<file path="src/hw/tlb_pkg.sv">
package tlb_pkg;

    // TLB geometry
    localparam int tlb_num = 16;
    localparam int index_w = $clog2(tlb_num);

    typedef logic [index_w-1:0] index_t;
    typedef logic [tlb_num-1:0] entry_vec_t;   // one bit per entry

    // entry field types
    typedef logic [18:0] vppn_t;                // va[31:13]
    typedef logic [9:0]  asid_t;
    typedef logic [19:0] ppn_t;
    typedef logic [5:0]  ps_t;
    typedef logic [1:0]  plv_t;
    typedef logic [1:0]  mat_t;

    // a 4 MB entry ignores vppn[9:0]; bit 9 picks the odd page
    localparam int vppn_split = 10;

    // page size codes as seen on the ports
    localparam ps_t ps_4kb = 6'd12;
    localparam ps_t ps_4mb = 6'd22;

    // INVTLB operation codes
    typedef enum logic [4:0] {
        inv_all0    = 5'd0,                     // clear everything
        inv_all1    = 5'd1,                     // same as 0
        inv_glob    = 5'd2,                     // g = 1 only
        inv_nonglob = 5'd3,                     // g = 0 only
        inv_asid    = 5'd4,                     // g = 0, asid match
        inv_asid_va = 5'd5,                     // g = 0, asid and va match
        inv_va      = 5'd6                      // (g = 1 or asid match), va match
    } invtlb_op_e;

endpackage

</file>
<file path="src/hw/tlb_entry_array.sv">
module tlb_entry_array (
    input  logic                                     clk,
    input  logic                                     reset,
    // write port
    input  logic                                     we,
    input  tlb_pkg::index_t                          w_index,
    input  logic                                     w_e,
    input  tlb_pkg::vppn_t                           w_vppn,
    input  tlb_pkg::ps_t                             w_ps,
    input  tlb_pkg::asid_t                           w_asid,
    input  logic                                     w_g,
    input  tlb_pkg::ppn_t                            w_ppn0,
    input  tlb_pkg::ppn_t                            w_ppn1,
    input  tlb_pkg::plv_t                            w_plv0,
    input  tlb_pkg::plv_t                            w_plv1,
    input  tlb_pkg::mat_t                            w_mat0,
    input  tlb_pkg::mat_t                            w_mat1,
    input  logic                                     w_d0,
    input  logic                                     w_d1,
    input  logic                                     w_v0,
    input  logic                                     w_v1,
    // invalidate
    input  logic                                     inv_valid,
    input  tlb_pkg::entry_vec_t                      inv_mask,
    // read port
    input  tlb_pkg::index_t                          r_index,
    output logic                                     r_e,
    output tlb_pkg::vppn_t                           r_vppn,
    output tlb_pkg::ps_t                             r_ps,
    output tlb_pkg::asid_t                           r_asid,
    output logic                                     r_g,
    output tlb_pkg::ppn_t                            r_ppn0,
    output tlb_pkg::ppn_t                            r_ppn1,
    output tlb_pkg::plv_t                            r_plv0,
    output tlb_pkg::plv_t                            r_plv1,
    output tlb_pkg::mat_t                            r_mat0,
    output tlb_pkg::mat_t                            r_mat1,
    output logic                                     r_d0,
    output logic                                     r_d1,
    output logic                                     r_v0,
    output logic                                     r_v1,
    // entry contents for search and invalidate
    output tlb_pkg::entry_vec_t                      ent_e,
    output tlb_pkg::entry_vec_t                      ent_g,
    output tlb_pkg::entry_vec_t                      ent_ps4mb,
    output tlb_pkg::vppn_t [tlb_pkg::tlb_num-1:0]    ent_vppn,
    output tlb_pkg::asid_t [tlb_pkg::tlb_num-1:0]    ent_asid,
    output tlb_pkg::ppn_t  [tlb_pkg::tlb_num-1:0]    ent_ppn0,
    output tlb_pkg::ppn_t  [tlb_pkg::tlb_num-1:0]    ent_ppn1,
    output tlb_pkg::plv_t  [tlb_pkg::tlb_num-1:0]    ent_plv0,
    output tlb_pkg::plv_t  [tlb_pkg::tlb_num-1:0]    ent_plv1,
    output tlb_pkg::mat_t  [tlb_pkg::tlb_num-1:0]    ent_mat0,
    output tlb_pkg::mat_t  [tlb_pkg::tlb_num-1:0]    ent_mat1,
    output tlb_pkg::entry_vec_t                      ent_d0,
    output tlb_pkg::entry_vec_t                      ent_d1,
    output tlb_pkg::entry_vec_t                      ent_v0,
    output tlb_pkg::entry_vec_t                      ent_v1
);
    import tlb_pkg::*;

    entry_vec_t e_next;

    // invalidate first, then the write lands on top
    always_comb begin
        e_next = ent_e;
        if (inv_valid) begin
            e_next = e_next & ~inv_mask;
        end
        if (we) begin
            e_next[w_index] = w_e;
        end
    end

    always_ff @(posedge clk) begin
        if (reset) begin
            ent_e <= '0;                        // all entries empty
        end else begin
            ent_e <= e_next;
        end
    end

    // payload fields
    always_ff @(posedge clk) begin
        if (we) begin
            ent_vppn[w_index] <= w_vppn;
            ent_asid[w_index] <= w_asid;
            ent_g[w_index]    <= w_g;
            ent_ppn0[w_index] <= w_ppn0;
            ent_ppn1[w_index] <= w_ppn1;
            ent_plv0[w_index] <= w_plv0;
            ent_plv1[w_index] <= w_plv1;
            ent_mat0[w_index] <= w_mat0;
            ent_mat1[w_index] <= w_mat1;
            ent_d0[w_index]   <= w_d0;
            ent_d1[w_index]   <= w_d1;
            ent_v0[w_index]   <= w_v0;
            ent_v1[w_index]   <= w_v1;
            if (w_ps == ps_4mb) begin
                ent_ps4mb[w_index] <= 1'b1;
            end else if (w_ps == ps_4kb) begin
                ent_ps4mb[w_index] <= 1'b0;     // other codes keep the old size
            end
        end
    end

    assign r_e    = ent_e[r_index];
    assign r_vppn = ent_vppn[r_index];
    assign r_ps   = ent_ps4mb[r_index] ? ps_4mb : ps_4kb;
    assign r_asid = ent_asid[r_index];
    assign r_g    = ent_g[r_index];
    assign r_ppn0 = ent_ppn0[r_index];
    assign r_ppn1 = ent_ppn1[r_index];
    assign r_plv0 = ent_plv0[r_index];
    assign r_plv1 = ent_plv1[r_index];
    assign r_mat0 = ent_mat0[r_index];
    assign r_mat1 = ent_mat1[r_index];
    assign r_d0   = ent_d0[r_index];
    assign r_d1   = ent_d1[r_index];
    assign r_v0   = ent_v0[r_index];
    assign r_v1   = ent_v1[r_index];

endmodule

</file>
<file path="src/hw/tlb_invtlb_decode.sv">
module tlb_invtlb_decode (
    input  tlb_pkg::invtlb_op_e   invtlb_op,
    input  tlb_pkg::entry_vec_t   ent_g,
    input  tlb_pkg::entry_vec_t   asid_hit,
    input  tlb_pkg::entry_vec_t   va_hit,
    output tlb_pkg::entry_vec_t   inv_mask
);
    import tlb_pkg::*;

    entry_vec_t nonglob;

    assign nonglob = ~ent_g;

    // ASID and VA operands come from the search inputs upstream
    always_comb begin
        case (invtlb_op)
            inv_all0,
            inv_all1: begin
                inv_mask = '1;
            end
            inv_glob: begin
                inv_mask = ent_g;
            end
            inv_nonglob: begin
                inv_mask = nonglob;
            end
            inv_asid: begin
                inv_mask = nonglob & asid_hit;
            end
            inv_asid_va: begin
                inv_mask = nonglob & asid_hit & va_hit;
            end
            inv_va: begin
                inv_mask = (ent_g | asid_hit) & va_hit;
            end
            default: begin
                inv_mask = '0;                  // reserved op has no effect
            end
        endcase
    end

endmodule

</file>
<file path="src/hw/tlb_lookup.sv">
module tlb_lookup (
    input  tlb_pkg::vppn_t                           s_vppn,
    input  logic                                     s_va_bit12,
    input  tlb_pkg::entry_vec_t                      ent_e,
    input  tlb_pkg::entry_vec_t                      ent_g,
    input  tlb_pkg::entry_vec_t                      ent_ps4mb,
    input  tlb_pkg::entry_vec_t                      va_hit,
    input  tlb_pkg::entry_vec_t                      asid_hit,
    input  tlb_pkg::ppn_t  [tlb_pkg::tlb_num-1:0]    ent_ppn0,
    input  tlb_pkg::ppn_t  [tlb_pkg::tlb_num-1:0]    ent_ppn1,
    input  tlb_pkg::plv_t  [tlb_pkg::tlb_num-1:0]    ent_plv0,
    input  tlb_pkg::plv_t  [tlb_pkg::tlb_num-1:0]    ent_plv1,
    input  tlb_pkg::mat_t  [tlb_pkg::tlb_num-1:0]    ent_mat0,
    input  tlb_pkg::mat_t  [tlb_pkg::tlb_num-1:0]    ent_mat1,
    input  tlb_pkg::entry_vec_t                      ent_d0,
    input  tlb_pkg::entry_vec_t                      ent_d1,
    input  tlb_pkg::entry_vec_t                      ent_v0,
    input  tlb_pkg::entry_vec_t                      ent_v1,
    output logic                                     s_found,
    output tlb_pkg::index_t                          s_index,
    output tlb_pkg::ppn_t                            s_ppn,
    output tlb_pkg::ps_t                             s_ps,
    output tlb_pkg::plv_t                            s_plv,
    output tlb_pkg::mat_t                            s_mat,
    output logic                                     s_d,
    output logic                                     s_v
);
    import tlb_pkg::*;

    entry_vec_t hit;
    logic       odd_sel;

    assign hit = ent_e & va_hit & (ent_g | asid_hit);

    // scan downward so the lowest index wins
    always_comb begin
        s_found = 1'b0;
        s_index = '0;
        for (int i = tlb_num - 1; i >= 0; i--) begin
            if (hit[i]) begin
                s_found = 1'b1;
                s_index = index_t'(i);
            end
        end
    end

    assign odd_sel = ent_ps4mb[s_index] ? s_vppn[vppn_split-1] : s_va_bit12;

    always_comb begin
        s_ppn = '0;                             // miss returns all zero
        s_ps  = '0;
        s_plv = '0;
        s_mat = '0;
        s_d   = 1'b0;
        s_v   = 1'b0;
        if (s_found) begin
            s_ps = ent_ps4mb[s_index] ? ps_4mb : ps_4kb;
            if (odd_sel) begin
                s_ppn = ent_ppn1[s_index];
                s_plv = ent_plv1[s_index];
                s_mat = ent_mat1[s_index];
                s_d   = ent_d1[s_index];
                s_v   = ent_v1[s_index];
            end else begin
                s_ppn = ent_ppn0[s_index];
                s_plv = ent_plv0[s_index];
                s_mat = ent_mat0[s_index];
                s_d   = ent_d0[s_index];
                s_v   = ent_v0[s_index];
            end
        end
    end

endmodule

</file>
<file path="src/hw/tlb_match.sv">
module tlb_match (
    input  tlb_pkg::vppn_t                           s_vppn,
    input  tlb_pkg::asid_t                           s_asid,
    input  tlb_pkg::vppn_t [tlb_pkg::tlb_num-1:0]    ent_vppn,
    input  tlb_pkg::asid_t [tlb_pkg::tlb_num-1:0]    ent_asid,
    input  tlb_pkg::entry_vec_t                      ent_ps4mb,
    output tlb_pkg::entry_vec_t                      va_hit,
    output tlb_pkg::entry_vec_t                      asid_hit
);
    import tlb_pkg::*;

    localparam int vppn_msb = $bits(vppn_t) - 1;

    logic [tlb_num-1:0] hi_eq;
    logic [tlb_num-1:0] lo_eq;

    // one comparator set per entry
    always_comb begin
        for (int i = 0; i < tlb_num; i++) begin
            hi_eq[i] = s_vppn[vppn_msb:vppn_split] == ent_vppn[i][vppn_msb:vppn_split];
            lo_eq[i] = s_vppn[vppn_split-1:0] == ent_vppn[i][vppn_split-1:0];
            asid_hit[i] = s_asid == ent_asid[i];
        end
    end

    // 4 MB pages don't care about the low part
    assign va_hit = hi_eq & (ent_ps4mb | lo_eq);

endmodule

</file>
<file path="src/hw/tlb_top.sv">
module tlb_top (
    input  logic                   clk,
    input  logic                   reset,
    // search port and INVTLB operands
    input  tlb_pkg::vppn_t         s_vppn,
    input  logic                   s_va_bit12,
    input  tlb_pkg::asid_t         s_asid,
    output logic                   s_found,
    output tlb_pkg::index_t        s_index,
    output tlb_pkg::ppn_t          s_ppn,
    output tlb_pkg::ps_t           s_ps,
    output tlb_pkg::plv_t          s_plv,
    output tlb_pkg::mat_t          s_mat,
    output logic                   s_d,
    output logic                   s_v,
    // INVTLB
    input  logic                   invtlb_valid,
    input  tlb_pkg::invtlb_op_e    invtlb_op,
    // write port
    input  logic                   we,
    input  tlb_pkg::index_t        w_index,
    input  logic                   w_e,
    input  tlb_pkg::vppn_t         w_vppn,
    input  tlb_pkg::ps_t           w_ps,
    input  tlb_pkg::asid_t         w_asid,
    input  logic                   w_g,
    input  tlb_pkg::ppn_t          w_ppn0,
    input  tlb_pkg::plv_t          w_plv0,
    input  tlb_pkg::mat_t          w_mat0,
    input  logic                   w_d0,
    input  logic                   w_v0,
    input  tlb_pkg::ppn_t          w_ppn1,
    input  tlb_pkg::plv_t          w_plv1,
    input  tlb_pkg::mat_t          w_mat1,
    input  logic                   w_d1,
    input  logic                   w_v1,
    // read port
    input  tlb_pkg::index_t        r_index,
    output logic                   r_e,
    output tlb_pkg::vppn_t         r_vppn,
    output tlb_pkg::ps_t           r_ps,
    output tlb_pkg::asid_t         r_asid,
    output logic                   r_g,
    output tlb_pkg::ppn_t          r_ppn0,
    output tlb_pkg::plv_t          r_plv0,
    output tlb_pkg::mat_t          r_mat0,
    output logic                   r_d0,
    output logic                   r_v0,
    output tlb_pkg::ppn_t          r_ppn1,
    output tlb_pkg::plv_t          r_plv1,
    output tlb_pkg::mat_t          r_mat1,
    output logic                   r_d1,
    output logic                   r_v1
);
    import tlb_pkg::*;

    entry_vec_t             ent_e;
    entry_vec_t             ent_g;
    entry_vec_t             ent_ps4mb;
    vppn_t [tlb_num-1:0]    ent_vppn;
    asid_t [tlb_num-1:0]    ent_asid;
    ppn_t  [tlb_num-1:0]    ent_ppn0;
    ppn_t  [tlb_num-1:0]    ent_ppn1;
    plv_t  [tlb_num-1:0]    ent_plv0;
    plv_t  [tlb_num-1:0]    ent_plv1;
    mat_t  [tlb_num-1:0]    ent_mat0;
    mat_t  [tlb_num-1:0]    ent_mat1;
    entry_vec_t             ent_d0;
    entry_vec_t             ent_d1;
    entry_vec_t             ent_v0;
    entry_vec_t             ent_v1;
    entry_vec_t             va_hit;
    entry_vec_t             asid_hit;
    entry_vec_t             inv_mask;

    tlb_entry_array u_entry_array (
        .clk       (clk),
        .reset     (reset),
        .we        (we),
        .w_index   (w_index),
        .w_e       (w_e),
        .w_vppn    (w_vppn),
        .w_ps      (w_ps),
        .w_asid    (w_asid),
        .w_g       (w_g),
        .w_ppn0    (w_ppn0),
        .w_ppn1    (w_ppn1),
        .w_plv0    (w_plv0),
        .w_plv1    (w_plv1),
        .w_mat0    (w_mat0),
        .w_mat1    (w_mat1),
        .w_d0      (w_d0),
        .w_d1      (w_d1),
        .w_v0      (w_v0),
        .w_v1      (w_v1),
        .inv_valid (invtlb_valid),
        .inv_mask  (inv_mask),
        .r_index   (r_index),
        .r_e       (r_e),
        .r_vppn    (r_vppn),
        .r_ps      (r_ps),
        .r_asid    (r_asid),
        .r_g       (r_g),
        .r_ppn0    (r_ppn0),
        .r_ppn1    (r_ppn1),
        .r_plv0    (r_plv0),
        .r_plv1    (r_plv1),
        .r_mat0    (r_mat0),
        .r_mat1    (r_mat1),
        .r_d0      (r_d0),
        .r_d1      (r_d1),
        .r_v0      (r_v0),
        .r_v1      (r_v1),
        .ent_e     (ent_e),
        .ent_g     (ent_g),
        .ent_ps4mb (ent_ps4mb),
        .ent_vppn  (ent_vppn),
        .ent_asid  (ent_asid),
        .ent_ppn0  (ent_ppn0),
        .ent_ppn1  (ent_ppn1),
        .ent_plv0  (ent_plv0),
        .ent_plv1  (ent_plv1),
        .ent_mat0  (ent_mat0),
        .ent_mat1  (ent_mat1),
        .ent_d0    (ent_d0),
        .ent_d1    (ent_d1),
        .ent_v0    (ent_v0),
        .ent_v1    (ent_v1)
    );

    // shared by search and INVTLB
    tlb_match u_match (
        .s_vppn    (s_vppn),
        .s_asid    (s_asid),
        .ent_vppn  (ent_vppn),
        .ent_asid  (ent_asid),
        .ent_ps4mb (ent_ps4mb),
        .va_hit    (va_hit),
        .asid_hit  (asid_hit)
    );

    tlb_invtlb_decode u_invtlb_decode (
        .invtlb_op (invtlb_op),
        .ent_g     (ent_g),
        .asid_hit  (asid_hit),
        .va_hit    (va_hit),
        .inv_mask  (inv_mask)
    );

    tlb_lookup u_lookup (
        .s_vppn     (s_vppn),
        .s_va_bit12 (s_va_bit12),
        .ent_e      (ent_e),
        .ent_g      (ent_g),
        .ent_ps4mb  (ent_ps4mb),
        .va_hit     (va_hit),
        .asid_hit   (asid_hit),
        .ent_ppn0   (ent_ppn0),
        .ent_ppn1   (ent_ppn1),
        .ent_plv0   (ent_plv0),
        .ent_plv1   (ent_plv1),
        .ent_mat0   (ent_mat0),
        .ent_mat1   (ent_mat1),
        .ent_d0     (ent_d0),
        .ent_d1     (ent_d1),
        .ent_v0     (ent_v0),
        .ent_v1     (ent_v1),
        .s_found    (s_found),
        .s_index    (s_index),
        .s_ppn      (s_ppn),
        .s_ps       (s_ps),
        .s_plv      (s_plv),
        .s_mat      (s_mat),
        .s_d        (s_d),
        .s_v        (s_v)
    );

endmodule

</file>
<file path="config.mk">
export PLATFORM = sky130hd
export DESIGN_NAME = tlb_top
export DESIGN_NICKNAME = d
export VERILOG_FILES = /design/src/hw/tlb_pkg.sv /design/src/hw/tlb_entry_array.sv /design/src/hw/tlb_invtlb_decode.sv /design/src/hw/tlb_lookup.sv /design/src/hw/tlb_match.sv /design/src/hw/tlb_top.sv
export SDC_FILE = /design/constraint.sdc
export NUM_CORES = 2
export LEC_CHECK = 0
export BUFFER_PORTS_ARGS = -buffer_cell sky130_fd_sc_hd__buf_2
export CAP_MARGIN = 40
export CORE_UTILIZATION = 55
export DETAILED_ROUTE_END_ITERATION = 12
export PLACE_DENSITY = 0.73
export SLEW_MARGIN = 20
export SYNTH_ARGS = -nofsm -noshare
export SYNTH_HDL_FRONTEND = slang
export SYNTH_SLANG_ARGS = --single-unit
</file>
<file path="constraint.sdc">
create_clock -name clk -period 3.97 [get_ports clk]
set_input_delay 0.1985 -clock clk [delete_from_list [all_inputs] [get_ports clk]]
set_output_delay 0.1985 -clock clk [all_outputs]
set_load 0.01 [all_outputs]
</file>
==> reports/qor.yml <==
worst_ep_arrival_time_ns: 5.15
grt_pass1_wl_microns: 284200
cts_tree: "yes"
grt_max_degree: 67
rsz0062_at_grt: "true"
num_vias: 41656
cts_num_sinks: 1344
synthToLayoutAreaGrowth_pct: 20.01
drt-total-wl_microns: 198100
viasPerCell: 6.730
reg2reg_depth: 10
synth_cell_types: 64
hold_viol: 0
p_leak_nw: 28.84
tns_ns: -37.96
antenna_found_initial: 19
status: "finished, violations left"
use_met2_pct: 50.94
synth_area_sq_um: 64680
rows: 125
cts_inserted_buffers: 141
syn_inst: 3840
crit_type: "reg -> out"
mostFrequentLayoutCells: "edfxtp_1 (1328), mux4_2 (420), mux2i_1 (417)"
clock-root-buffer: "clkbuf_16"
io_buffers: 256
track_usage_pct: 33.37
r2r_setup_slack_ns: 1.32
seq_area_frac_synth_pct: 62.15
setup_ws_ns: -1.383
cap_violations: 0
dp_cells: 5816
drive_above_1_share_pct: 31.64
violations: "negative setup slack"
design.core.area_sq_um: 116400
clockBufferDepth: 3
finalMaxSlewViolations: 0
fp.dieW_microns: 344.9
p_per_area_nw_per_um2: 405.9
r2r_start: "u_entry_array.ent_asid[83]"
postSynth.asyncResetShare_pct: 0
ioPinCount: 262
clkTransAtPathRegs_ns: 0.06
clkLatencyLatePin_ns: 0.77
h-tree-depth: 4
initial_core_util_pct: 55.58
place_congestion: 0.9520
syn_avg_cell_area_sq_um: 16.84
dr.pass1.iters: 6
crit_required_ns: 3.77
max_freq_ghz: 0.1868
skew_ns: 0.02317
whs_path_depth: 3
synth_seq_cells: 1344
drt-initial-drc-count: 5691
met3_usage_pct: 7.822
drc: 0
worstHoldStart: "w_index[0]"
slew_headroom_pct: 37.08
synth_ff_type: "edfxtp_1"
fin_cells: 6190
fin_crit_sh_pct: 134.8
critPathMaxFanout: 7
die_h_microns: 344.9
hold_class: "in -> reg"
ant_nets: 0
irDropWorstVdd_uv: 342.0
gr-total-overflow: 0
grt_pass1_vias: 41484
min_period_ns: 5.353
cp-start-kind: "flop"
top_usage_layer: "met2"
nets: 4691
yosysWarnings: 0
wire_per_inst_microns: 32.00
die-area_sq_um: 119000
setup_viol: 32
worst_slew_pin_slew_ns: 0.9437
worst_r2r_endpoint: "u_entry_array.ent_e[8]"
hpwl_microns: 123500
synth_edf_count: 1328
layout_commonest_cell: "edfxtp_1"
met1_usage_pct: 47.27
worstSetupEndpointType: "output port"
==> how the worst max path moves through the flow <==
stage	start	to
6_report	u_entry_array.ent_vppn[302]	s_ppn[16]
4_1_cts	u_entry_array.ent_asid[110]	s_ppn[1]
3_3_place_gp	s_vppn[2]	s_ppn[8]
2_1_floorplan	s_vppn[10]	s_mat[0]
5_1_grt	u_entry_array.ent_asid[112]	s_ppn[18]
3_5_place_dp	s_vppn[6]	s_ppn[1]
==> layout make-up <==
cell class | instances | area (sq um)
well taps | 1524 | 1907
repair buffers | 835 | 7287
multi-input cells | 2176 | 23470
diodes | 8 | 20.02
flip-flops and latches | 1344 | 40200
fillers | 7811 | 38740
clock buffers | 172 | 3730
clock inverters | 74 | 708.2
inverters | 57 | 301.5
==> worst max-delay path, cell delays in order (launching register included) <==
cell       delay [ns]
edfxtp_1         0.41
xnor2_1          0.27
nand3_1          0.15
nor4_1           0.53
buf_4            0.22
and4_1           0.26
o211ai_1         0.14
a211oi_2         0.28
buf_4            0.17
o21ai_4          0.07
buf_4            0.15
o211ai_1         0.13
o2111ai_4        0.20
or3_4            0.43
o21ai_4          0.18
buf_12           0.17
buf_12           0.13
mux2_4           0.33
buf_6            0.13
==> power by group <==
group | leakage [nW] | internal (W) | total (W) | switching, W
Sequential | 12.1 | 0.0159 | 0.0160 | 0.000144
Combinational | 14.6 | 0.00111 | 0.00253 | 0.00142
Clock | 2.14 | 0.00736 | 0.0129 | 0.00558
==> metrics by stage <==
stage | hold slack [ns] | instance area, sq um | total power (W) | utilization, % | setup slack (ns)
CTS | 0.02893 | 77280 | 0.03150 | 66.41 | -1.370
floorplan | 0.2974 | 64690 | 0.01766 | - | 0.004585
global placement | 0.5029 | 70970 | 0.01867 | 60.99 | -0.8295
global route | 0.07402 | 77610 | 0.03218 | 66.69 | -1.501
finish | 0.06533 | 77620 | 0.03150 | 66.70 | -1.383
detailed placement | 0.5119 | 71040 | 0.01872 | 61.05 | -0.8645
==> Yosys cell counts (all sizes together), types with 59 or more instances <==
master	number	area (sq um)
nand2	83	311.6
a21oi	86	434.2
o22ai	194	1220
buf	149	837.1
xor2	199	1743
clkbuf	117	439.2
mux2i	421	4214
edfxtp	1328	39880
mux4	420	9459
xnor2	266	2330
nor2	118	442.9
nor4	59	375.4
==> routing by layer <==
| layer | wire length, microns | up-vias |
|---|---|---|
| met4 | 7300 | 16 |
| met5 | 114 | - |
| li1 | - | 16987 |
| met3 | 25560 | 475 |
| met1 | 73840 | 21194 |
| met2 | 91290 | 2984 |
==> state kept, by name, indices dropped and copies added (netlist names), 32 cells and up, named ones only <==
name and cells:
u_entry_array.ent_ppn1 320, u_entry_array.ent_plv1 32, u_entry_array.ent_mat1 32, u_entry_array.ent_ppn0 320, u_entry_array.ent_mat0 32, u_entry_array.ent_plv0 32
u_entry_array.ent_asid 160, u_entry_array.ent_vppn 304
==> kinds of logic after synthesis <==
| group | share of synthesized area, % |
|---|---|
| muxes | 21.51 |
| DFF | 62.15 |
| buffers and inverters | 2.308 |
| other | 0.01161 |
| AOI/OAI and AO/OA | 4.208 |
| xor gates and xnor gates | 6.297 |
| and+or+nand+nor | 3.513 |
==> repair_timing <==
item,CTS,global route
hold buffers,85,0
pin swaps,17,28
setup endpoints to repair,34,35
resized for setup,101,47
gates cloned,8,0
endpoints found under the hold margin,1328,0
setup buffers,20,12
(Power assumes the default switching activity.)
